File: src/hw/apple1_pkg.sv
package apple1_pkg;

    ////////////////////////////////////////////////////////////////////////////
    // Timing constants

    localparam int CLKEN_DIV  = 25;                     // clk25 cycles per CPU enable
    localparam int RESET_HOLD = 4;                      // Enables masked after reset
    localparam int CLKEN_CW   = $clog2(CLKEN_DIV);      // Divider counter width
    localparam int HOLD_CW    = $clog2(RESET_HOLD + 1); // Hold counter width

    ////////////////////////////////////////////////////////////////////////////
    // Memory map

    localparam int RAM_AW = 13;                         // 8 KiB at 0x0000
    localparam int ROM_AW = 8;                          // 256 bytes at 0xFF00

    localparam logic [15:0] TERM_BASE = 16'hD010;       // KBD, KBDCR, DSP, DSPCR
    localparam logic [15:0] ROM_BASE  = 16'hFF00;       // Monitor page

    localparam logic [7:0] UNMAPPED_DATA = 8'hFF;       // Floating bus value

    ////////////////////////////////////////////////////////////////////////////
    // Types

    // One CPU bus request
    typedef struct packed {
        logic [15:0] addr;
        logic [7:0]  wdata;
        logic        we;
    } cpu_bus_t;

    // Decoded target of an address
    typedef enum logic [1:0] {
        REGION_RAM,
        REGION_ROM,
        REGION_TERM,
        REGION_NONE
    } region_e;

    // Terminal register offsets, low two address bits
    typedef enum logic [1:0] {
        TERM_KBD   = 2'd0,
        TERM_KBDCR = 2'd1,
        TERM_DSP   = 2'd2,
        TERM_DSPCR = 2'd3
    } term_reg_e;

    // Shared by UART transmitter and receiver
    typedef enum logic [1:0] {
        UART_IDLE,
        UART_START,
        UART_DATA,
        UART_STOP
    } uart_state_e;

endpackage

File: src/hw/cpu_clock_reset.sv
`timescale 1ns/10ps

module cpu_clock_reset (
    input  logic clk25,      // 25 MHz master clock
    input  logic rst,        // Async reset, active high
    output logic cpu_clken   // One-cycle CPU enable, 1 MHz
);
    import apple1_pkg::*;

    logic [CLKEN_CW-1:0] div_cnt;   // 0 .. CLKEN_DIV-1
    logic [HOLD_CW-1:0]  hold_cnt;  // Terminal counts seen since reset
    logic                div_tc;    // Divider at terminal count
    logic                hold_done; // Reset stretch finished

    assign div_tc    = (div_cnt == CLKEN_CW'(CLKEN_DIV - 1));
    assign hold_done = (hold_cnt == HOLD_CW'(RESET_HOLD));

    // Free-running modulo counter
    always_ff @(posedge clk25 or posedge rst)
    begin
        if (rst)
            div_cnt <= '0;
        else if (div_tc)
            div_cnt <= '0;
        else
            div_cnt <= div_cnt + 1'b1;
    end

    // Stands in for the power-on reset stretcher
    always_ff @(posedge clk25 or posedge rst)
    begin
        if (rst)
            hold_cnt <= '0;
        else if (div_tc && !hold_done)
            hold_cnt <= hold_cnt + 1'b1;    // Stops once saturated
    end

    // First RESET_HOLD terminal counts swallowed
    assign cpu_clken = div_tc && hold_done;

endmodule

File: config.mk
export PLATFORM = sky130hd
export DESIGN_NAME = cpu_clock_reset
export DESIGN_NICKNAME = d
export VERILOG_FILES = /design/src/hw/apple1_pkg.sv /design/src/hw/cpu_clock_reset.sv
export SDC_FILE = /design/constraint.sdc
export NUM_CORES = 1
export LEC_CHECK = 0
export BUFFER_PORTS_ARGS = -buffer_cell sky130_fd_sc_hd__buf_2
export CAP_MARGIN = 20
export CORE_AREA = 4 4 41 43
export CTS_BUF_LIST = sky130_fd_sc_hd__clkbuf_8
export CTS_CLUSTER_SIZE = 12
export DETAILED_ROUTE_END_ITERATION = 12
export DIE_AREA = 0 0 45 47
export SYNTH_ARGS = -nofsm -noshare
export SYNTH_HDL_FRONTEND = slang
export SYNTH_SLANG_ARGS = --single-unit
export TNS_END_PERCENT = 50
File: constraint.sdc
create_clock -name clk25 -period 1.9 [get_ports clk25]
set_input_delay 0.38 -clock clk25 [delete_from_list [all_inputs] [get_ports clk25]]
set_output_delay 0.38 -clock clk25 [all_outputs]
set_load 0.01 [all_outputs]
## Word-level counts from Yosys, hierarchy flattened

Index checks and enable logic that the tools add are counted.

- Logic and storage cells: 10
- Bits of input ports: 2
- Register bits after elaboration: 8

- Equal/unequal tests: 2
- Reduce and logical (&&, ||, !) cells: 3
- Add/subtract/negate cells: 2
- Mux-type cells: 1

Operator list:

| operator | number |
|---|---|
| adder 5 x 1 -> 5 bit (second input constant) | 1 |
| equality test 5 bit (second input constant) | 1 |
| two-way mux 5 bit | 1 |
| adder 3 x 1 -> 3 bit (second input constant) | 1 |
| equality test 3 bit (second input constant) | 1 |
| logical AND 1 bit | 2 |
| zero test 1 bit | 1 |

## Depth between registers and ports, before layout

- Depth after elaboration: 3
- Mapped depth: 6
- Depth with buffers taken out: 5

## Worst setup path before layout

Ideal clock, no wire load.

- Path kind: reg-to-output
- Start: register div_cnt[0]
- End: output port cpu_clken
- Arrival time: 1.108 ns
- Required time: 1.520 ns
- Stages on the path, launching flop included: 6
- Setup slack: 0.412 ns
- Path through: dfrtp_1 -> inv_1 -> ha_1 -> and4b_1 -> buf_6 -> and3_1

- Cells in the longest elaborated chain, start to end: 2

Ends and longest elaborated chain:

| item | RTL line | text |
|---|---|---|
| from (decl) | cpu_clock_reset.sv:10 | `logic [CLKEN_CW-1:0] div_cnt;` |
| from (signal assigned) | cpu_clock_reset.sv:26 | `div_cnt <= div_cnt + 1'b1;` |
| equality test 5 bit | cpu_clock_reset.sv:15 | `assign div_tc = (div_cnt == CLKEN_CW'(CLKEN_DIV - 1));` |
| logical AND 1 bit | cpu_clock_reset.sv:39 | `assign cpu_clken = div_tc && hold_done;` |
| to (decl) | cpu_clock_reset.sv:6 | `output logic cpu_clken` |

Every way passes these cells.

## Worst setup path after layout

Same ends and word-level chain as after synthesis.

==> qor.txt <==
Yosys cell types = 19
kind of critical path = flip-flop to output port
Die Y = 47 um
Syn Inst Count = 37
Pleak = 0.241 nW
vias in the first global route = 249
most common cell after layout, fill and taps aside = dfrtp_1
ratio of cells with drive above 1 in the final layout = 21.4%
final worst-path cycle share = 91.3%
Slew headroom = 80.1%
number of nets in the layout = 50
status = completed
Power Dens Cells = 779 nW/um^2
antenna viol nets, final = 0
clk sinks = 8
Hold Path Class = input port to asynchronous set/reset pin
average wire per standard cell = 9.75 um
drt drc = 0
CTS root buffer = clkbuf_8
clk_lat worst skew = 0.23 ns
io pins = 3
CTS tree = done
Max FO, Critical Path = 4
drt first pass iters = 3
Mapped Nets = 43
Crit path largest cell delay = 0.37 ns
max-cap viol count = 0
crit path time final = 1.74 ns
setup violators final = 0
final hold vios = 0
area grow syn2layout = 16.0%
final std cells w/o fill = 57
Worst EP arrival = 1.36 ns
Port Buffers = 2
VDD IR max = 0.000539 V
global-route wire length before repair = 993 um
DP Area = 440 um^2
CTS Buf Count = 3
critical path endpoint category = output port
fin area = 482 um^2
Fmax = 576 MHz
Final Util = 37.0%
mapped cell area = 415 um^2
Crit-path slowest cell = dfrtp_1
flops & latches, synth = 8
pin count of the biggest net entering global routing = 9
number of setup buffers added after CTS = 0
CTS resizes = 0
RR Endpoint = hold_cnt[1]
num rows = 13
gpl congestion = 0.633
commonest cells after routing, fill and taps aside = 8 x dfrtp_1, 5 x inv_1, 4 x ha_1
number of H-tree levels = 1
Sum Neg Setup Slack = 0 ns
Reg clk slew, reported paths = 0.04 ns
clk buf depth = 2
DR vias = 245
hold_buf cts = 0
critical path, cell by cell = inv_1 > ha_1 > and4b_1 > and3_1 > buf_2
RSZ-0062 raised after global routing = false
Die Width = 45 um
Seq/Total Area, Yosys = 48.2%
Clock Skew = 0.00532 ns
Worst EP required = 1.52 ns
core area = 1300 um^2
# diodes = 0
WL final = 556 um
gr busiest metal = met2
routed vias/inst = 4.30
GRT Resource Usage Total = 7.02%
initial drt markers = 5
GRT Residual Overflow = 0
Reg2Reg Depth = 6
launch point of the worst path = div_cnt[0]
Initial Util = 31.9%
M1 GR Usage = 8.43%
GR met2 Demand/Resource = 9.60%
Critical Path Start Type = flip-flop
Tot Pwr = 0.375 mW
antenna violations before repair = 0
Slew @ Worst Pin = 0.298 ns
flop2flop setup slack = 0.43 ns
die area = 2120 um^2
Placed Instances = 54
syn_area_per_cell = 11.2 um^2
Reg-to-Reg Start = div_cnt[0]
fin. max-slew vios = 0
GR Util met3 = 5.75%
yosys warns = 0
per-stage QoR:
stage,worst slack (ns),hold slack (ns)
floorplan,0.412,0.196
global placement,0.413,0.334
detailed placement,0.388,0.329
CTS,0.145,0.0886
global route,0.0948,0.112
finish,0.165,0.0846
where the power goes:
part / switching [mW] / internal [mW]
logic: 0.00328 / 0.000859
registers: 0 / 0.171
clock network: 0.0629 / 0.137
layer usage:
metal | vias to the layer above | part of all wire, %
met2 | 6 | 44
met5 | - | 0
li1 | 129 | -
met4 | 0 | 0
met1 | 110 | 50
met3 | 0 | 6.3
registers in the layout, summed over array words and instances, names as in the netlist:
| name | count |
|---|---|
| div_cnt | 5 |
| hold_cnt | 3 |
logic make-up after synthesis:
logic type / after synthesis / share of synthesized area, %
AOI/OAI and AO/OA: 4 / 6.32
xor gates and xnor gates: 3 / 6.33
adders and majority gates: 4 / 12.0
buffers and inverters: 6 / 7.23
DFF: 8 / 48.2
muxes: 2 / 6.02
and+or+nand+nor: 10 / 13.9
critical path: cells and delay by family (launching register included):
family | cells | cell delay [ns]
adders and majority gates | 1 | 0.20
buffers and inverters | 2 | 0.19
DFF | 1 | 0.37
and+or+nand+nor | 2 | 0.37
layout make-up:
class	count	area, um^2
Fill cell	136	820
Timing Repair Buffer	3	17.5
Clock buffer	3	41.3
Multi-Input combinational cell	23	185
Sequential cell	8	200
Inverter	5	18.8
Tap cell	15	18.8
Yosys cell counts:
library cell / n / area (um^2)
a22o_2: 1 / 10.0
a31oi_1: 1 / 6.26
inv_1: 5 / 18.8
nand2_1: 2 / 7.51
ha_1: 4 / 50.1
o21ai_0: 1 / 5.00
mux2i_1: 1 / 10.0
buf_6: 1 / 11.3
xor2_1: 1 / 8.76
mux2_4: 1 / 15.0
xnor2_1: 2 / 17.5
dfrtp_1: 8 / 200
nand3_1: 1 / 5.00
nand2_4: 1 / 11.3
a21oi_1: 1 / 5.00
nor2_1: 3 / 11.3
and4b_1: 1 / 10.0
and3_1: 1 / 6.26
nor2b_1: 1 / 6.26
how the worst max path moves through the flow:
stage | endpoint | slack, ns | cells past startpoint
2_1_floorplan | cpu_clken | 0.41 | 5
3_3_place_gp | cpu_clken | 0.41 | 5
3_5_place_dp | cpu_clken | 0.39 | 5
4_1_cts | cpu_clken | 0.14 | 5
5_1_grt | cpu_clken | 0.09 | 5
6_report | cpu_clken | 0.16 | 5
(Power assumes the default switching activity.)
