--- config.mk ---
export PLATFORM = sky130hd
export DESIGN_NAME = bus_decoder
export DESIGN_NICKNAME = d
export VERILOG_FILES = /design/src/hw/apple1_pkg.sv /design/src/hw/bus_decoder.sv
export SDC_FILE = /design/constraint.sdc
export NUM_CORES = 1
export LEC_CHECK = 0
export ABC_AREA = 0
export BUFFER_PORTS_ARGS = -buffer_cell sky130_fd_sc_hd__buf_2
export CORE_MARGIN = 2
export CORE_UTILIZATION = 28
export DETAILED_ROUTE_END_ITERATION = 8
export PLACE_DENSITY = 0.84
export SKIP_LAST_GASP = 1
export SLEW_MARGIN = 40
export SYNTH_ARGS = -nofsm -noshare
export SYNTH_HDL_FRONTEND = slang
export SYNTH_SLANG_ARGS = --single-unit
--- constraint.sdc ---
create_clock -name clk25 -period 4.3 [get_ports clk25]
set_clock_uncertainty 0.15 [all_clocks]
set_input_delay 0.645 -clock clk25 [delete_from_list [all_inputs] [get_ports clk25]]
set_output_delay 0.645 -clock clk25 [all_outputs]
set_load 0.02 [all_outputs]
--- src/hw/apple1_pkg.sv ---
package apple1_pkg;

    ////////////////////////////////////////////////////////////////////////////
    // Timing constants

    localparam int CLKEN_DIV  = 25;                     // clk25 cycles per CPU enable
    localparam int RESET_HOLD = 4;                      // Enables masked after reset
    localparam int CLKEN_CW   = $clog2(CLKEN_DIV);      // Divider counter width
    localparam int HOLD_CW    = $clog2(RESET_HOLD + 1); // Hold counter width

    ////////////////////////////////////////////////////////////////////////////
    // Memory map

    localparam int RAM_AW = 13;                         // 8 KiB at 0x0000
    localparam int ROM_AW = 8;                          // 256 bytes at 0xFF00

    localparam logic [15:0] TERM_BASE = 16'hD010;       // KBD, KBDCR, DSP, DSPCR
    localparam logic [15:0] ROM_BASE  = 16'hFF00;       // Monitor page

    localparam logic [7:0] UNMAPPED_DATA = 8'hFF;       // Floating bus value

    ////////////////////////////////////////////////////////////////////////////
    // Types

    // One CPU bus request
    typedef struct packed {
        logic [15:0] addr;
        logic [7:0]  wdata;
        logic        we;
    } cpu_bus_t;

    // Decoded target of an address
    typedef enum logic [1:0] {
        REGION_RAM,
        REGION_ROM,
        REGION_TERM,
        REGION_NONE
    } region_e;

    // Terminal register offsets, low two address bits
    typedef enum logic [1:0] {
        TERM_KBD   = 2'd0,
        TERM_KBDCR = 2'd1,
        TERM_DSP   = 2'd2,
        TERM_DSPCR = 2'd3
    } term_reg_e;

    // Shared by UART transmitter and receiver
    typedef enum logic [1:0] {
        UART_IDLE,
        UART_START,
        UART_DATA,
        UART_STOP
    } uart_state_e;

endpackage

--- src/hw/bus_decoder.sv ---
`timescale 1ns/10ps

module bus_decoder (
    input  logic                  clk25,
    input  logic                  rst,
    input  logic                  cpu_clken,  // Strobe
    input  apple1_pkg::cpu_bus_t  bus,
    output logic                  ram_we,
    output logic                  term_sel,   // Strobed terminal access
    output logic                  term_we,
    output apple1_pkg::term_reg_e term_reg,
    input  logic [7:0]            ram_dout,
    input  logic [7:0]            rom_dout,
    input  logic [7:0]            term_dout,
    output logic [7:0]            rdata
);
    import apple1_pkg::*;

    region_e region;    // Decoded from current address
    region_e region_q;  // Region of the last strobed access

    ////////////////////////////////////////////////////////////////////////////
    // Address decode

    always_comb
    begin
        if (bus.addr[15:13] == 3'b000)
            region = REGION_RAM;                        // 0x0000 .. 0x1FFF
        else if (bus.addr[15:8] == ROM_BASE[15:8])
            region = REGION_ROM;                        // 0xFF00 .. 0xFFFF
        else if (bus.addr[15:2] == TERM_BASE[15:2])
            region = REGION_TERM;                       // 0xD010 .. 0xD013
        else
            region = REGION_NONE;
    end

    assign ram_we   = cpu_clken && bus.we && (region == REGION_RAM);
    assign term_sel = cpu_clken && (region == REGION_TERM);
    assign term_we  = term_sel && bus.we;
    assign term_reg = term_reg_e'(bus.addr[1:0]);

    ////////////////////////////////////////////////////////////////////////////
    // Read data path

    // Memories register their data at the same strobe
    always_ff @(posedge clk25 or posedge rst)
    begin
        if (rst)
            region_q <= REGION_NONE;    // Bus reads 0xFF out of reset
        else if (cpu_clken)
            region_q <= region;
    end

    always_comb
    begin
        case (region_q)
            REGION_RAM:  rdata = ram_dout;
            REGION_ROM:  rdata = rom_dout;
            REGION_TERM: rdata = term_dout;
            default:     rdata = UNMAPPED_DATA;
        endcase
    end

endmodule

* Yosys cells after proc, flatten, opt, wreduce, memory -nomap -nowiden
Cells that the tools add are included.
Word-level totals: output and inout port bits 13, logic and storage cells 17, input bits 52, register bits after elaboration 2
Cells by class: muxes and demuxes 4, eq/ne operators 5, reductions and logical operators 7
Operators with widths (number):
- 8-bit case mux with 3 select lines | 1
- 14-bit equality test, second input constant | 1
- 8-bit equality test, second input constant | 1
- 2-bit equality test, second input constant | 2
- 1-bit logical AND | 4
- 2-bit logical NOT | 2
- 2-bit two-way mux | 2
- 3-bit logical NOT | 1
- 2-bit by 1-bit equality test with 1-bit output, second input constant | 1
- 1-bit two-way mux | 1

* Logic depth before layout (Yosys ltp)
depth in word-level cells 7, mapped depth 4

* Worst setup path after synthesis
OpenSTA, ideal clock, no wires.
kind input port to output port, from input bus[17] (netlist bit), to output term_sel, stages on the path 3, arrival time 2.216 ns, path slack 1.289 ns, buffers on the path 0, cell sequence or4_1 -> or4_4 -> nor3_1
On the way: longest elaborated chain between the ends 6, elaborated cells between the ends (all ways) 7, those cells by class 3 x eq/ne; 3 x mux; 1 x reduce/logical
RTL lines:
- start: declaration | RTL line bus_decoder.sv:7 | input apple1_pkg::cpu_bus_t bus,
- 14-bit equality test | RTL line bus_decoder.sv:31 | else if (bus.addr[15:2] == TERM_BASE[15:2])
- 1-bit two-way mux | RTL line bus_decoder.sv:31
- 2-bit two-way mux * | RTL line bus_decoder.sv:29 | else if (bus.addr[15:8] == ROM_BASE[15:8])
- 2-bit two-way mux * | RTL line bus_decoder.sv:27 | if (bus.addr[15:13] == 3'b000)
- 2-bit equality test * | RTL line bus_decoder.sv:38 | assign term_sel = cpu_clken && (region == REGION_TERM);
- 1-bit logical AND * | RTL line bus_decoder.sv:38
- end: declaration | RTL line bus_decoder.sv:9 | output logic term_sel,
Every way passes the cells marked *; elsewhere a longest branch is shown, timed or not.

* Worst setup path in the final report
from input bus[17] (netlist bit), to output term_we
On the way: longest elaborated chain between the ends 7, elaborated cells between the ends (all ways) 8, those cells by class 3 x eq/ne; 3 x mux; 2 x reduce/logical
RTL lines:
- 14-bit equality test | RTL line bus_decoder.sv:31
- 1-bit two-way mux | RTL line bus_decoder.sv:31
- 2-bit two-way mux * | RTL line bus_decoder.sv:29
- 2-bit two-way mux * | RTL line bus_decoder.sv:27
- 2-bit equality test * | RTL line bus_decoder.sv:38
- 1-bit logical AND * | RTL line bus_decoder.sv:38
- 1-bit logical AND * | RTL line bus_decoder.sv:39 | assign term_we = term_sel && bus.we;
- end: declaration | RTL line bus_decoder.sv:10 | output logic term_we,
Marks and branches as above.

==> load_flow_metrics.sql <==
INSERT INTO impl_metrics (metric_group, metric, value, unit) VALUES
('sta', 'worst_case_headroom_to_the_max_slew_limit', '64.3', '%'),
('yosys', 'ys_seq_area_share', '14.2', '%'),
('run', 'cap_violations', '0', ''),
('die', 'dieArea', '0.00163', 'mm^2'),
('layout', 'synthToLayoutAreaGrowth', '75.3', '%'),
('yosys', 'synth.lib_cells_used.distinct', '19', ''),
('clocking', 'tritoncts', 'yes', ''),
('clocking', 'cts-hold-fix-buffers', '0', ''),
('power', 'pwr_density_cell', '204', 'mW/mm^2'),
('power', 'peakVddDrop', '0.000111', 'V'),
('layout', 'post-route-util', '51.2', '%'),
('run_status', 'status', 'finished clean', ''),
('min_path', 'min_path_type', 'in2async', ''),
('die', 'ios', '65', ''),
('detailed_routing', 'detailroute.via_count', '535', ''),
('worst_setup_path', 'endpoint_required_time_on_the_critical_path', '3.50', 'ns'),
('layout', 'largest_reg_flops', '2', ''),
('yosys', 'synth_top_cell_area_share', '24.3', '%'),
('clocking', 'cts_sinks', '2', ''),
('sta', 'fin_crit', '3.01', 'ns'),
('die', 'start_util', '29.2', '%'),
('clocking', 'htree_levels', '1', ''),
('global_routing', 'grt_start_max_net_pins', '11', ''),
('clocking', 'clk_pin_slew', '0.03', 'ns'),
('global_routing', 'grt_first_pass_wirelength', '1.61', 'mm'),
('worst_setup_path', 'worst_path_dominant_cell_family', 'simple AND/OR/NAND/NOR gates', ''),
('global_routing', 'gr-total-overflow', '0', ''),
('detailed_routing', 'detail_route.vias_per_cell', '4.91', ''),
('layout', 'layout-drive-gt1-share', '73.4', '%'),
('sta', 'tightest_slew', '0.531', 'ns'),
('worst_setup_path', 'timing_worst_setup_path_type', 'in2out', ''),
('worst_setup_path', 'cp_num_buf_inv', '2', ''),
('layout', 'layout.nets', '148', ''),
('yosys', 'yosysTopAreaCell', 'mux2_2', ''),
('yosys', 'syn-cell-area', '370', 'um^2'),
('yosys', 'synth-seq-cells', '2', ''),
('yosys', 'yosys_warnings', '0', ''),
('layout', 'layout.cells.most_common', 'buf_2', ''),
('worst_setup_path', 'timing.critical_path.arrival', '2.22', 'ns'),
('placement', 'hpwl', '1.04', 'mm'),
('detailed_routing', 'routed_wl', '1.21', 'mm'),
('placement', 'numPortBuffers', '52', ''),
('layout', 'top_register', 'region_q', ''),
('clocking', 'insertion_delay', '0.22', 'ns'),
('die', 'core_region_area', '0.00127', 'mm^2'),
('clocking', 'cts_inserted_buffers', '3', ''),
('die', 'die_w', '40.4', 'um'),
('sta', 'unrepaired_setup_endpoints_after_global_routing', 'false', ''),
('global_routing', 'grt_pass1_vias', '448', ''),
('sta', 'final.setup.tns', '0', 'ns'),
('detailed_routing', 'dr.first_iter.drc_count', '6', ''),
('sta', 'timing.final.max_slew_violations', '0', ''),
('detailed_routing', 'detailedRoute.firstPassIterationCount', '4', ''),
('layout', 'antenna-diode-count', '0', ''),
('placement', 'gp_congestion', '0.667', ''),
('detailed_routing', 'detail-route-antenna-nets', '0', ''),
('yosys', 'postSynthNetCount', '95', ''),
('worst_setup_path', 'critical_path.most_common_cell', 'buf_2', ''),
('layout', 'commonest_cells_after_routing_fill_and_taps_aside', 'buf_2, mux2_2, o22a_1', ''),
('sta', 'max_freq', '332', 'MHz'),
('worst_setup_path', 'critical_path.cell_chain', 'buf_2 > or4_1 > or4_4 > nor4b_2 > buf_2', ''),
('clocking', 'post_cts.repair.setup_buffers', '0', ''),
('worst_setup_path', 'cp_slowest_cell', 'or4_4', ''),
('detailed_routing', 'routed_wire_length_per_instance', '11.1', 'um'),
('worst_setup_path', 'timing.critical_path.slowest_cell_delay', '0.56', 'ns'),
('worst_setup_path', 'crit_path_end_kind', 'primary output', ''),
('yosys', 'postSynthCellCount', '43', ''),
('global_routing', 'initial_antenna_violation_count', '0', ''),
('clocking', 'ctsResizeCount', '0', ''),
('clocking', 'clk_path_buf_depth', '2', ''),
('worst_setup_path', 'timing.critical_path.from_type', 'primary input', ''),
('die', 'die_height', '40.4', 'um'),
('clocking', 'clockRootBuffer', 'clkbuf_4', ''),
('yosys', 'synthTopCellsByArea', 'mux2_2, o22a_1, dfstp_2', ''),
('sta', 'final_hold_viol_count', '0', ''),
('worst_setup_path', 'critical_path.max_fanout', '3', ''),
('yosys', 'syn_avg_cell_area', '8.61', 'um^2'),
('layout', 'largestRegisters', 'region_q x2', ''),
('die', 'placement_row_count', '13', ''),
('global_routing', 'grt_use_total', '15.3', '%'),
('power', 'static-leakage-power', '0.341', 'nW'),
('detailed_routing', 'drc', '0', ''),
('sta', 'final-setup-viol-count', '0', ''),
('sta', 'final_worst_path_period_share', '70.1', '%');
[cells by family after synthesis]
family	count (synthesis)	share of synthesized area, %
simple gates	13	25.3
compound gates	11	25.0
buf+inv	9	11.1
mux	8	24.3
flops	2	14.2
[power by group]
group	leakage [nW]	switching, W	total (W)	internal (W)
logic	0.306	0.0000293	0.0000644	0.0000351
registers	0.0211	0.00000498	0.0000270	0.0000220
clock network	0.0138	0.0000101	0.0000408	0.0000308
[synth_stat cells (all sizes together)]
cell type  instances
a22o               1
buf                2
clkbuf             2
dfstp              2
inv                5
mux2               8
nand2              2
nand3              1
nand4              1
nor2               1
nor3               2
nor4               1
nor4b              1
o22a               8
o22ai              1
o31ai              1
or3b               1
or4                3
[layout make-up]
cell class / count / area, um^2
Multi-Input combinational cell: 32 / 277
Tap cell: 15 / 18.8
Sequential cell: 2 / 52.6
Clock buffer: 3 / 22.5
Timing Repair Buffer: 52 / 260
Fill cell: 136 / 619
Inverter: 5 / 18.8
[stage by stage]
step	instance area [um^2]	total power, W	hold WS (ns)	cells	setup WS, ns
after CTS	649	0.000135	0.283	109	1.27
after floorplan	370	0.0000648	0.407	43	1.29
after global placement	627	0.0000910	0.434	106	1.28
final	649	0.000132	0.287	109	1.29
after detailed placement	627	0.0000924	0.440	106	1.28
after global routing	649	0.000142	0.291	109	1.24
[final timing paths]
path                                    startpoint                 endpoint  slack [ns]  cells after the start
min in group clk25         region_q[1]$_DFFE_PP1P_  region_q[1]$_DFFE_PP1P_        0.44                      2
max in group asynchronous                      rst  region_q[1]$_DFFE_PP1P_        3.69                      2
setup reg to reg           region_q[1]$_DFFE_PP1P_  region_q[1]$_DFFE_PP1P_        3.21                      2
setup / recovery                           bus[17]                  term_we        1.29                      5
hold / removal                                 rst  region_q[0]$_DFFE_PP1P_        0.29                      2
hold reg to reg            region_q[1]$_DFFE_PP1P_  region_q[1]$_DFFE_PP1P_        0.44                      2
[metal layers]
metal | global-route usage [%] | part of all wire, %
met5 | 0 | 0
met4 | 12.5 | 0
met3 | 4.44 | 9.5
met2 | 28.6 | 55
met1 | 12.9 | 35
No activity file was read; power rests on OpenSTA's default activity.
