### config.mk
export PLATFORM = sky130hd
export DESIGN_NAME = terminal_io
export DESIGN_NICKNAME = d
export VERILOG_FILES = /design/src/hw/apple1_pkg.sv /design/src/hw/terminal_io.sv /design/src/hw/uart_8n1.sv
export SDC_FILE = /design/constraint.sdc
export NUM_CORES = 1
export LEC_CHECK = 0
export BUFFER_PORTS_ARGS = -buffer_cell sky130_fd_sc_hd__buf_2
export CAP_MARGIN = 10
export CORE_MARGIN = 4
export CORE_UTILIZATION = 43
export CTS_CLUSTER_SIZE = 16
export DETAILED_ROUTE_END_ITERATION = 6
export GPL_TIMING_DRIVEN = 0
export PLACE_DENSITY = 0.63
export SLEW_MARGIN = 30
export SYNTH_ARGS = -nofsm -noshare
export SYNTH_HDL_FRONTEND = slang
export SYNTH_SLANG_ARGS = --single-unit
export TNS_END_PERCENT = 5
### constraint.sdc
create_clock -name clk25 -period 5.6 [get_ports clk25]
set_input_delay 0.28 -clock clk25 [delete_from_list [all_inputs] [get_ports clk25]]
set_output_delay 0.28 -clock clk25 [all_outputs]
set_load 0.01 [all_outputs]
### src/hw/apple1_pkg.sv
package apple1_pkg;

    ////////////////////////////////////////////////////////////////////////////
    // Timing constants

    localparam int CLKEN_DIV  = 25;                     // clk25 cycles per CPU enable
    localparam int RESET_HOLD = 4;                      // Enables masked after reset
    localparam int CLKEN_CW   = $clog2(CLKEN_DIV);      // Divider counter width
    localparam int HOLD_CW    = $clog2(RESET_HOLD + 1); // Hold counter width

    ////////////////////////////////////////////////////////////////////////////
    // Memory map

    localparam int RAM_AW = 13;                         // 8 KiB at 0x0000
    localparam int ROM_AW = 8;                          // 256 bytes at 0xFF00

    localparam logic [15:0] TERM_BASE = 16'hD010;       // KBD, KBDCR, DSP, DSPCR
    localparam logic [15:0] ROM_BASE  = 16'hFF00;       // Monitor page

    localparam logic [7:0] UNMAPPED_DATA = 8'hFF;       // Floating bus value

    ////////////////////////////////////////////////////////////////////////////
    // Types

    // One CPU bus request
    typedef struct packed {
        logic [15:0] addr;
        logic [7:0]  wdata;
        logic        we;
    } cpu_bus_t;

    // Decoded target of an address
    typedef enum logic [1:0] {
        REGION_RAM,
        REGION_ROM,
        REGION_TERM,
        REGION_NONE
    } region_e;

    // Terminal register offsets, low two address bits
    typedef enum logic [1:0] {
        TERM_KBD   = 2'd0,
        TERM_KBDCR = 2'd1,
        TERM_DSP   = 2'd2,
        TERM_DSPCR = 2'd3
    } term_reg_e;

    // Shared by UART transmitter and receiver
    typedef enum logic [1:0] {
        UART_IDLE,
        UART_START,
        UART_DATA,
        UART_STOP
    } uart_state_e;

endpackage

### src/hw/terminal_io.sv
`timescale 1ns/10ps

module terminal_io #(
    parameter int clks_per_bit = 217
) (
    input  logic                  clk25,
    input  logic                  rst,
    input  logic                  sel,       // Strobed access
    input  logic                  we,
    input  apple1_pkg::term_reg_e reg_addr,
    input  logic [7:0]            wdata,
    output logic [7:0]            rdata,
    input  logic                  uart_rx,
    output logic                  uart_tx,
    output logic                  uart_cts
);
    import apple1_pkg::*;

    logic       tx_start;
    logic       tx_busy;
    logic       rx_valid;
    logic [7:0] rx_data;
    logic [7:0] kbd_data;   // Last received character
    logic       key_ready;  // KBDCR bit 7
    logic       kbd_read;
    logic [7:0] reg_view;

    ////////////////////////////////////////////////////////////////////////////
    // Serial link

    uart_8n1 #(
        .clks_per_bit(clks_per_bit)
    ) u_uart_8n1 (
        .clk25   (clk25),
        .rst     (rst),
        .tx_start(tx_start),
        .tx_data ({1'b0, wdata[6:0]}),  // 7-bit ASCII, bit 7 sent low
        .tx_busy (tx_busy),
        .uart_tx (uart_tx),
        .uart_rx (uart_rx),
        .rx_valid(rx_valid),
        .rx_data (rx_data)
    );

    // Writes while busy are lost, software polls DSP first
    assign tx_start = sel && we && (reg_addr == TERM_DSP) && !tx_busy;
    assign kbd_read = sel && !we && (reg_addr == TERM_KBD);

    ////////////////////////////////////////////////////////////////////////////
    // Keyboard side

    always_ff @(posedge clk25 or posedge rst)
    begin
        if (rst)
            key_ready <= 1'b0;
        else if (rx_valid)
            key_ready <= 1'b1;      // New key wins over a same-cycle read
        else if (kbd_read)
            key_ready <= 1'b0;
    end

    // Overrun just replaces the character
    always_ff @(posedge clk25)
    begin
        if (rx_valid)
            kbd_data <= rx_data;
    end

    assign uart_cts = !key_ready;   // Host holds off until key taken

    ////////////////////////////////////////////////////////////////////////////
    // Register view

    always_comb
    begin
        case (reg_addr)
            TERM_KBD:   reg_view = {1'b1, kbd_data[6:0]};
            TERM_KBDCR: reg_view = {key_ready, 7'b0};
            TERM_DSP:   reg_view = {tx_busy, 7'b0};   // Busy in bit 7
            default:    reg_view = 8'h00;             // DSPCR
        endcase
    end

    always_ff @(posedge clk25)
    begin
        if (sel)
            rdata <= reg_view;      // Held until next terminal access
    end

endmodule

### src/hw/uart_8n1.sv
`timescale 1ns/10ps

module uart_8n1 #(
    parameter int clks_per_bit = 217    // 115200 baud at 25 MHz
) (
    input  logic       clk25,
    input  logic       rst,
    input  logic       tx_start,   // Ignored while busy
    input  logic [7:0] tx_data,
    output logic       tx_busy,
    output logic       uart_tx,
    input  logic       uart_rx,    // Asynchronous
    output logic       rx_valid,   // One-cycle pulse
    output logic [7:0] rx_data
);
    import apple1_pkg::*;

    ////////////////////////////////////////////////////////////////////////////
    // Transmitter

    uart_state_e tx_state;
    logic [15:0] tx_cnt;       // Clocks within current bit
    logic [2:0]  tx_idx;       // Data bit number
    logic [7:0]  tx_shift;
    logic        tx_q;         // Registered line, no glitches
    logic        tx_end;

    assign tx_end  = (tx_cnt == 16'(clks_per_bit - 1));
    assign tx_busy = (tx_state != UART_IDLE);
    assign uart_tx = tx_q;

    always_ff @(posedge clk25 or posedge rst)
    begin
        if (rst)
        begin
            tx_state <= UART_IDLE;
            tx_cnt   <= '0;
            tx_idx   <= '0;
            tx_shift <= '0;
            tx_q     <= 1'b1;       // Idle mark
        end
        else
        begin
            tx_cnt <= tx_end ? '0 : tx_cnt + 16'd1;
            case (tx_state)
                UART_IDLE:
                begin
                    tx_cnt <= '0;
                    if (tx_start)
                    begin
                        tx_shift <= tx_data;
                        tx_q     <= 1'b0;   // Start bit
                        tx_state <= UART_START;
                    end
                end
                UART_START:
                begin
                    if (tx_end)
                    begin
                        tx_idx   <= '0;
                        tx_q     <= tx_shift[0];    // LSB first
                        tx_state <= UART_DATA;
                    end
                end
                UART_DATA:
                begin
                    if (tx_end)
                    begin
                        tx_idx   <= tx_idx + 3'd1;
                        tx_shift <= tx_shift >> 1;
                        if (tx_idx == 3'd7)
                        begin
                            tx_q     <= 1'b1;       // Stop bit
                            tx_state <= UART_STOP;
                        end
                        else
                            tx_q <= tx_shift[1];    // Next bit after shift
                    end
                end
                default:
                begin
                    if (tx_end)
                        tx_state <= UART_IDLE;
                end
            endcase
        end
    end

    ////////////////////////////////////////////////////////////////////////////
    // Receiver

    uart_state_e rx_state;
    logic [15:0] rx_cnt;
    logic [2:0]  rx_idx;
    logic [7:0]  rx_shift;
    logic        rx_meta, rx_sync, rx_prev;    // Two-flop sync plus edge flop
    logic        rx_end, rx_half;

    assign rx_end  = (rx_cnt == 16'(clks_per_bit - 1));
    assign rx_half = (rx_cnt == 16'(clks_per_bit / 2 - 1));

    always_ff @(posedge clk25 or posedge rst)
    begin
        if (rst)
        begin
            rx_meta  <= 1'b1;
            rx_sync  <= 1'b1;
            rx_prev  <= 1'b1;
            rx_state <= UART_IDLE;
            rx_cnt   <= '0;
            rx_idx   <= '0;
            rx_shift <= '0;
            rx_valid <= 1'b0;
            rx_data  <= '0;
        end
        else
        begin
            rx_meta  <= uart_rx;
            rx_sync  <= rx_meta;
            rx_prev  <= rx_sync;
            rx_valid <= 1'b0;
            rx_cnt   <= rx_end ? '0 : rx_cnt + 16'd1;
            case (rx_state)
                UART_IDLE:
                begin
                    rx_cnt <= '0;
                    if (rx_prev && !rx_sync)
                        rx_state <= UART_START;     // Falling edge
                end
                UART_START:
                begin
                    if (rx_half)
                    begin
                        rx_cnt   <= '0;             // Now aligned to mid-bit
                        rx_idx   <= '0;
                        rx_state <= rx_sync ? UART_IDLE : UART_DATA;   // Glitch check
                    end
                end
                UART_DATA:
                begin
                    if (rx_end)
                    begin
                        rx_shift <= {rx_sync, rx_shift[7:1]};
                        rx_idx   <= rx_idx + 3'd1;
                        if (rx_idx == 3'd7)
                            rx_state <= UART_STOP;
                    end
                end
                default:
                begin
                    if (rx_end)
                    begin
                        rx_valid <= rx_sync;        // Framing error drops byte
                        rx_data  <= rx_shift;
                        rx_state <= UART_IDLE;
                    end
                end
            endcase
        end
    end

endmodule

# After elaboration in Yosys (flattened, before gate mapping)
# Cells that the tools add are included.
# totals
output_inout_bits	10
register_bits	86
# classes
bitwise	1
reduce_logical	30
n_mux	37
add_sub_neg	4
eq_ne	19
# ops
cell	n
2-to-1 mux 16 bit	4
adder 16 x 1 -> 16 bit, second input constant	2
equality test 16 x 8 -> 1 bit, second input constant	2
case mux 16 bit (2 select lines)	1
case mux 8 bit (3 select lines)	1
2-to-1 mux 2 bit	11
equality test 16 x 7 -> 1 bit, second input constant	1
2-to-1 mux 8 bit	2
case mux 8 bit (2 select lines)	1
!= test 2 x 1 -> 1 bit, second input constant	7
2-to-1 mux 3 bit	4
case mux 2 bit (3 select lines)	2
case mux 3 bit (2 select lines)	2
nonzero test 2 bit	6
AND reduction 5 bit	2
AND reduction 3 bit	3
2-to-1 mux 1 bit	8
adder 3 x 1 -> 3 bit, second input constant	2
equality test 2 x 1 -> 1 bit, second input constant	3
equality test 2 bit, second input constant	3
equality test 3 bit, second input constant	2
logical AND 1 bit	6
logical NOT 2 bit	3
nonzero test 3 bit	2
7 further kinds	11

# Logic depth before layout (Yosys ltp)
# depth
word_depth	5
ltp_mapped	8

# Cells and area by module
# A second synthesis with hierarchy kept.
# unflattened
hier_cells	374
hier_area_um2	4207.8
# modules_own_cells
module	area_per_inst_um2	seq_area_each_um2	instances	cells_each
uart_8n1	3619.7	1781.7	1	341
terminal_io	588.1	475.5	1	33

# Least setup slack after synthesis
# Ideal clock, no wire load.
# synth_timing
kind	register to register
from	register u_uart_8n1.rx_cnt[0]
to	register u_uart_8n1.rx_cnt[10]
n_path_buf	1
required_time_ps	5479
stages_incl_launch_ff	8
setup_time_ps	121
setup_slack_ps	3838
synth_period_minus_slack_ps	1762
arrival_time_ps	1641
cell_sequence	dfrtp_1 -> ha_1 -> nor4bb_1 -> and4_1 -> a31oi_1 -> o22ai_2 -> buf_2 -> nor2_1
# synth_via
elab_chain_cells	4
# synth_rtl
item	line_no	source
start, declared	uart_8n1.sv:93	logic [15:0] rx_cnt;
start signal, assigned	uart_8n1.sv:122	rx_cnt <= rx_end ? '0 : rx_cnt + 16'd1;
adder 16 x 1 -> 16 bit or equality test 16 x 8 -> 1 bit (tied branches)	uart_8n1.sv:122, uart_8n1.sv:99	
2-to-1 mux 16 bit	uart_8n1.sv:122	
2-to-1 mux 16 bit	uart_8n1.sv:132	if (rx_half)
case mux 16 bit (2 select lines) (*)	uart_8n1.sv:123	case (rx_state)
# Every way passes the cells marked *; elsewhere a longest branch is shown, timed or not.
# A chain may end at the register's enable or synchronous reset.

# Worst setup path in the final report
# layout_timing
from	register u_uart_8n1.tx_cnt[0]
to	register u_uart_8n1.tx_cnt[8]
# layout_via
elab_chain_cells	3
# layout_rtl
item	line_no	source
start, declared	uart_8n1.sv:22	logic [15:0] tx_cnt;
start signal, assigned	uart_8n1.sv:44	tx_cnt <= tx_end ? '0 : tx_cnt + 16'd1;
adder 16 x 1 -> 16 bit or equality test 16 x 8 -> 1 bit (tied branches)	uart_8n1.sv:44, uart_8n1.sv:28	
2-to-1 mux 16 bit (*)	uart_8n1.sv:44	
2-to-1 mux 16 bit (*)	uart_8n1.sv:45	case (tx_state)
# Marks and branches as above.

==> run metrics <==
net count after synthesis=a little under 400; Achievable Freq=about 0.48 GHz; register bit count reported by yosys=85; period utilization=0.370; number of routed nets with antenna violations=0; clock latency on the worst-skew pair=0.34 ns; wire length the detailed router placed on met1=3250 um; worst-case clock skew=about 0.012 ns; number of global-route vias before repair=roughly 2,600; relative slew slack=0.631; pin count of the biggest net entering global routing=44; setup-violating endpoint count in the final report=0; Multi-input gate area=roughly 1700 um^2; I/O pins=25; Die Footprint=around 11,000 um^2; fill cell total of the finished layout=810; endpoint required time on the critical path=a little under 6 ns; post-detail-place hpwl=4700 um; placeable core area=slightly above 9000 um^2; cell types with the highest counts after synthesis=66 x dfrtp_1, 45 x nor2_1, 21 x inv_1, 19 x xor2_1, 18 x nand2_1; yosys warns=0; final weighted congestion in routability-driven placement=between 0.8 and 0.9; drt total wl=about 6600 um; input/output buffers=23; post-synthesis sequential area ratio=0.546; starting density of the core=0.439; Placement Setup Slack=3.53 ns; y dimension of the die=~100 um; met2 WL=~3100 um; average vias per placed instance=5.15; vias=2,629; netlist area before placement=approximately 4000 um^2; post-route setup TNS=0 ns; number of different library cells in the post-synthesis netlist=57; critical path class=reg -> reg; Avg Cell Area, Syn=11.3 um^2; number of setup buffers added after CTS=0; class of the worst hold path=in -> reg; total number of clock tree sinks=between 80 and 90; pin slew with the least headroom to its limit=roughly 0.54 ns; metal3 WL=about 210 um; residual DRC count=0; mean routed wirelength per cell=~13 um; final hold violations=0; antenna violations before repair=0; status=finished clean; Yosys top cell by area=dfrtp_1; clock buffer depth=2; fraction of final layout cells sized beyond drive strength 1=0.185; number of max-slew violations in the final report=0; data arrival time of the critical path=2.30 ns; element type at the critical path end=register; detailed-router iteration count before antenna repair=4; standby leakage power=0.00209 uW; initial detailed-routing violation count=95; chip width=between 100 and 150 um; highest routing layer actually used=met4; share of the synthesized area in the top cell type=0.409; synth top area cells=dfrtp_1 41%, edfxtp_1 11%, ha_1 4.6%, nor2_1 4.2%, xor2_1 4.1%; power per cell area=approximately 360 nW/um^2; CP startpoint kind=register; count of standard-cell rows=35; Clock Root Buffer=clkbuf_8; top flip-flop cell by instance count after synthesis=dfrtp_1; largest driver fanout on the critical path=10; gate count after technology mapping=between 300 and 400; Area growth, synth to finish=12.4%; dominant cell by count in the synthesized netlist=dfrtp_1; fraction of registers with async set or reset after synthesis=0.824; maxcap violations=0; first-pass GRT wire length=between 10,000 and 15,000 um; worst setup margin=3.53 ns; CTS buffer count=9; number of enable-type register cells in the synthesized netlist=15; TritonCTS clock tree=done; unrepaired setup endpoints after global routing=no; ant diodes=0; register area=roughly 2200 um^2; H-tree depth=3; largest vdd supply drop=approximately 0.15 mV; time the worst path needs with I/O delays and setup=around 2.1 ns; clock-pin slew on the worst setup and hold paths=about 0.090 ns; overall routing resource usage=0.128; # nets final=between 400 and 500; Overflow after GRT=0
[power breakdown]
part	internal (uW)	switching [uW]	total, uW
registers	699	57.8	757
logic	185	251	436
clock network	208	223	431
total	1090	531	1620
[cells in the final DEF (no fill, tap or decap), types with 2 or more instances in the layout]
cell type / instances
a211oi_1: 2
nand2b_1: 3
and2_1: 9
and3_1: 6
dlygate4sd3_1: 2
a21oi_1: 8
xnor2_1: 9
inv_1: 20
clkbuf_8: 9
mux2_2: 8
mux2i_1: 2
nor3_1: 7
and4b_1: 2
o21ai_0: 9
nand4_1: 7
and4_1: 8
dfstp_2: 4
o22ai_1: 4
nand2_2: 2
xor2_1: 19
edfxtp_1: 15
dfrtp_1: 66
a31o_1: 2
nor2_1: 45
ha_1: 15
buf_1: 2
buf_2: 26
o221a_2: 5
clkbuf_1: 2
mux2_1: 9
nor3b_1: 4
a31oi_1: 2
nand2_1: 18
nand3_1: 14
inv_6: 2
[final timing paths]
path / startpoint / endpoint / slack, ns / depth (start not counted)
max: u_uart_8n1.tx_cnt[0] / u_uart_8n1.tx_cnt[8] / 3.53 / 8
min: wdata[6] / u_uart_8n1.tx_shift[6] / 0.19 / 3
max reg2reg: u_uart_8n1.tx_cnt[0] / u_uart_8n1.tx_cnt[8] / 3.53 / 8
min reg2reg: u_uart_8n1.rx_meta / u_uart_8n1.rx_sync / 0.36 / 0
max in group asynchronous: rst / u_uart_8n1.uart_tx / 4.54 / 4
min in group asynchronous: rst / u_uart_8n1.tx_cnt[13] / 0.47 / 3
[routing by layer]
layer,track usage,up-vias
met1,0.174,1266
met3,0.0327,8
li1,-,1328
met4,0.0412,0
met2,0.200,27
met5,0,-
[critical path, cell delays in order, from the launching register on]
cell and delay (ns):
dfrtp_1 0.42, inv_1 0.07, ha_1 0.16, nor3b_1 0.22
nand4_1 0.38, nand2b_1 0.20, clkbuf_2 0.20, buf_2 0.24
nor2_1 0.08
[cell families (layout without fill, tap and decap cells)]
group                      after synthesis  count (layout)  synth area share
AOI/OAI and AO/OA                       44              44            0.0786
xor gates and xnor gates                28              28            0.0607
adders and majority gates               15              15            0.0464
buffers and inverters                   30              72            0.0310
DFF                                     85              85             0.546
muxes                                   19              19            0.0523
and+or+nand+nor                        136             136             0.185
[flip-flops by register name, indices dropped and copies added (netlist names)]
name                 cells
rdata                    8
u_uart_8n1.uart_tx       1
u_uart_8n1.rx_sync       1
u_uart_8n1.rx_cnt       16
u_uart_8n1.tx_state      2
kbd_data                 7
u_uart_8n1.tx_shift      7
u_uart_8n1.rx_data       7
u_uart_8n1.rx_shift      8
u_uart_8n1.tx_idx        3
u_uart_8n1.rx_prev       1
u_uart_8n1.rx_valid      1
u_uart_8n1.rx_state      2
key_ready                1
u_uart_8n1.tx_cnt       16
u_uart_8n1.rx_idx        3
u_uart_8n1.rx_meta       1
[what timing repair did]
action                                  in CTS  in global routing
endpoints found under the setup margin       0                  0
endpoints found under the hold margin       25                  1
resized for setup                            0                  0
hold buffers                                 1                  1
[final cells by class]
| cell class | instances | area share |
|---|---|---|
| inverters | 21 | 0.0179 |
| clock buffers | 9 | 0.0273 |
| flip-flops and latches | 85 | 0.486 |
| clock inverters | 7 | 0.0160 |
| repair buffers | 26 | 0.0358 |
| plain buffers | 9 | 0.0102 |
| well taps | 111 | 0.0306 |
| multi-input cells | 242 | 0.376 |
[metrics by stage]
step	hold WS (ns)	power, uW	util	instances	instance area [um^2]
2_1_floorplan	0.284	1100	-	357	4040
3_3_place_gp	0.347	1190	0.467	491	4300
3_5_place_dp	0.301	1210	0.470	492	4330
4_1_cts	0.00296	1650	0.493	509	4530
5_1_grt	0.193	1740	0.494	510	4540
6_report	0.186	1620	0.494	510	4540
Power figures use the tool's default switching activity.
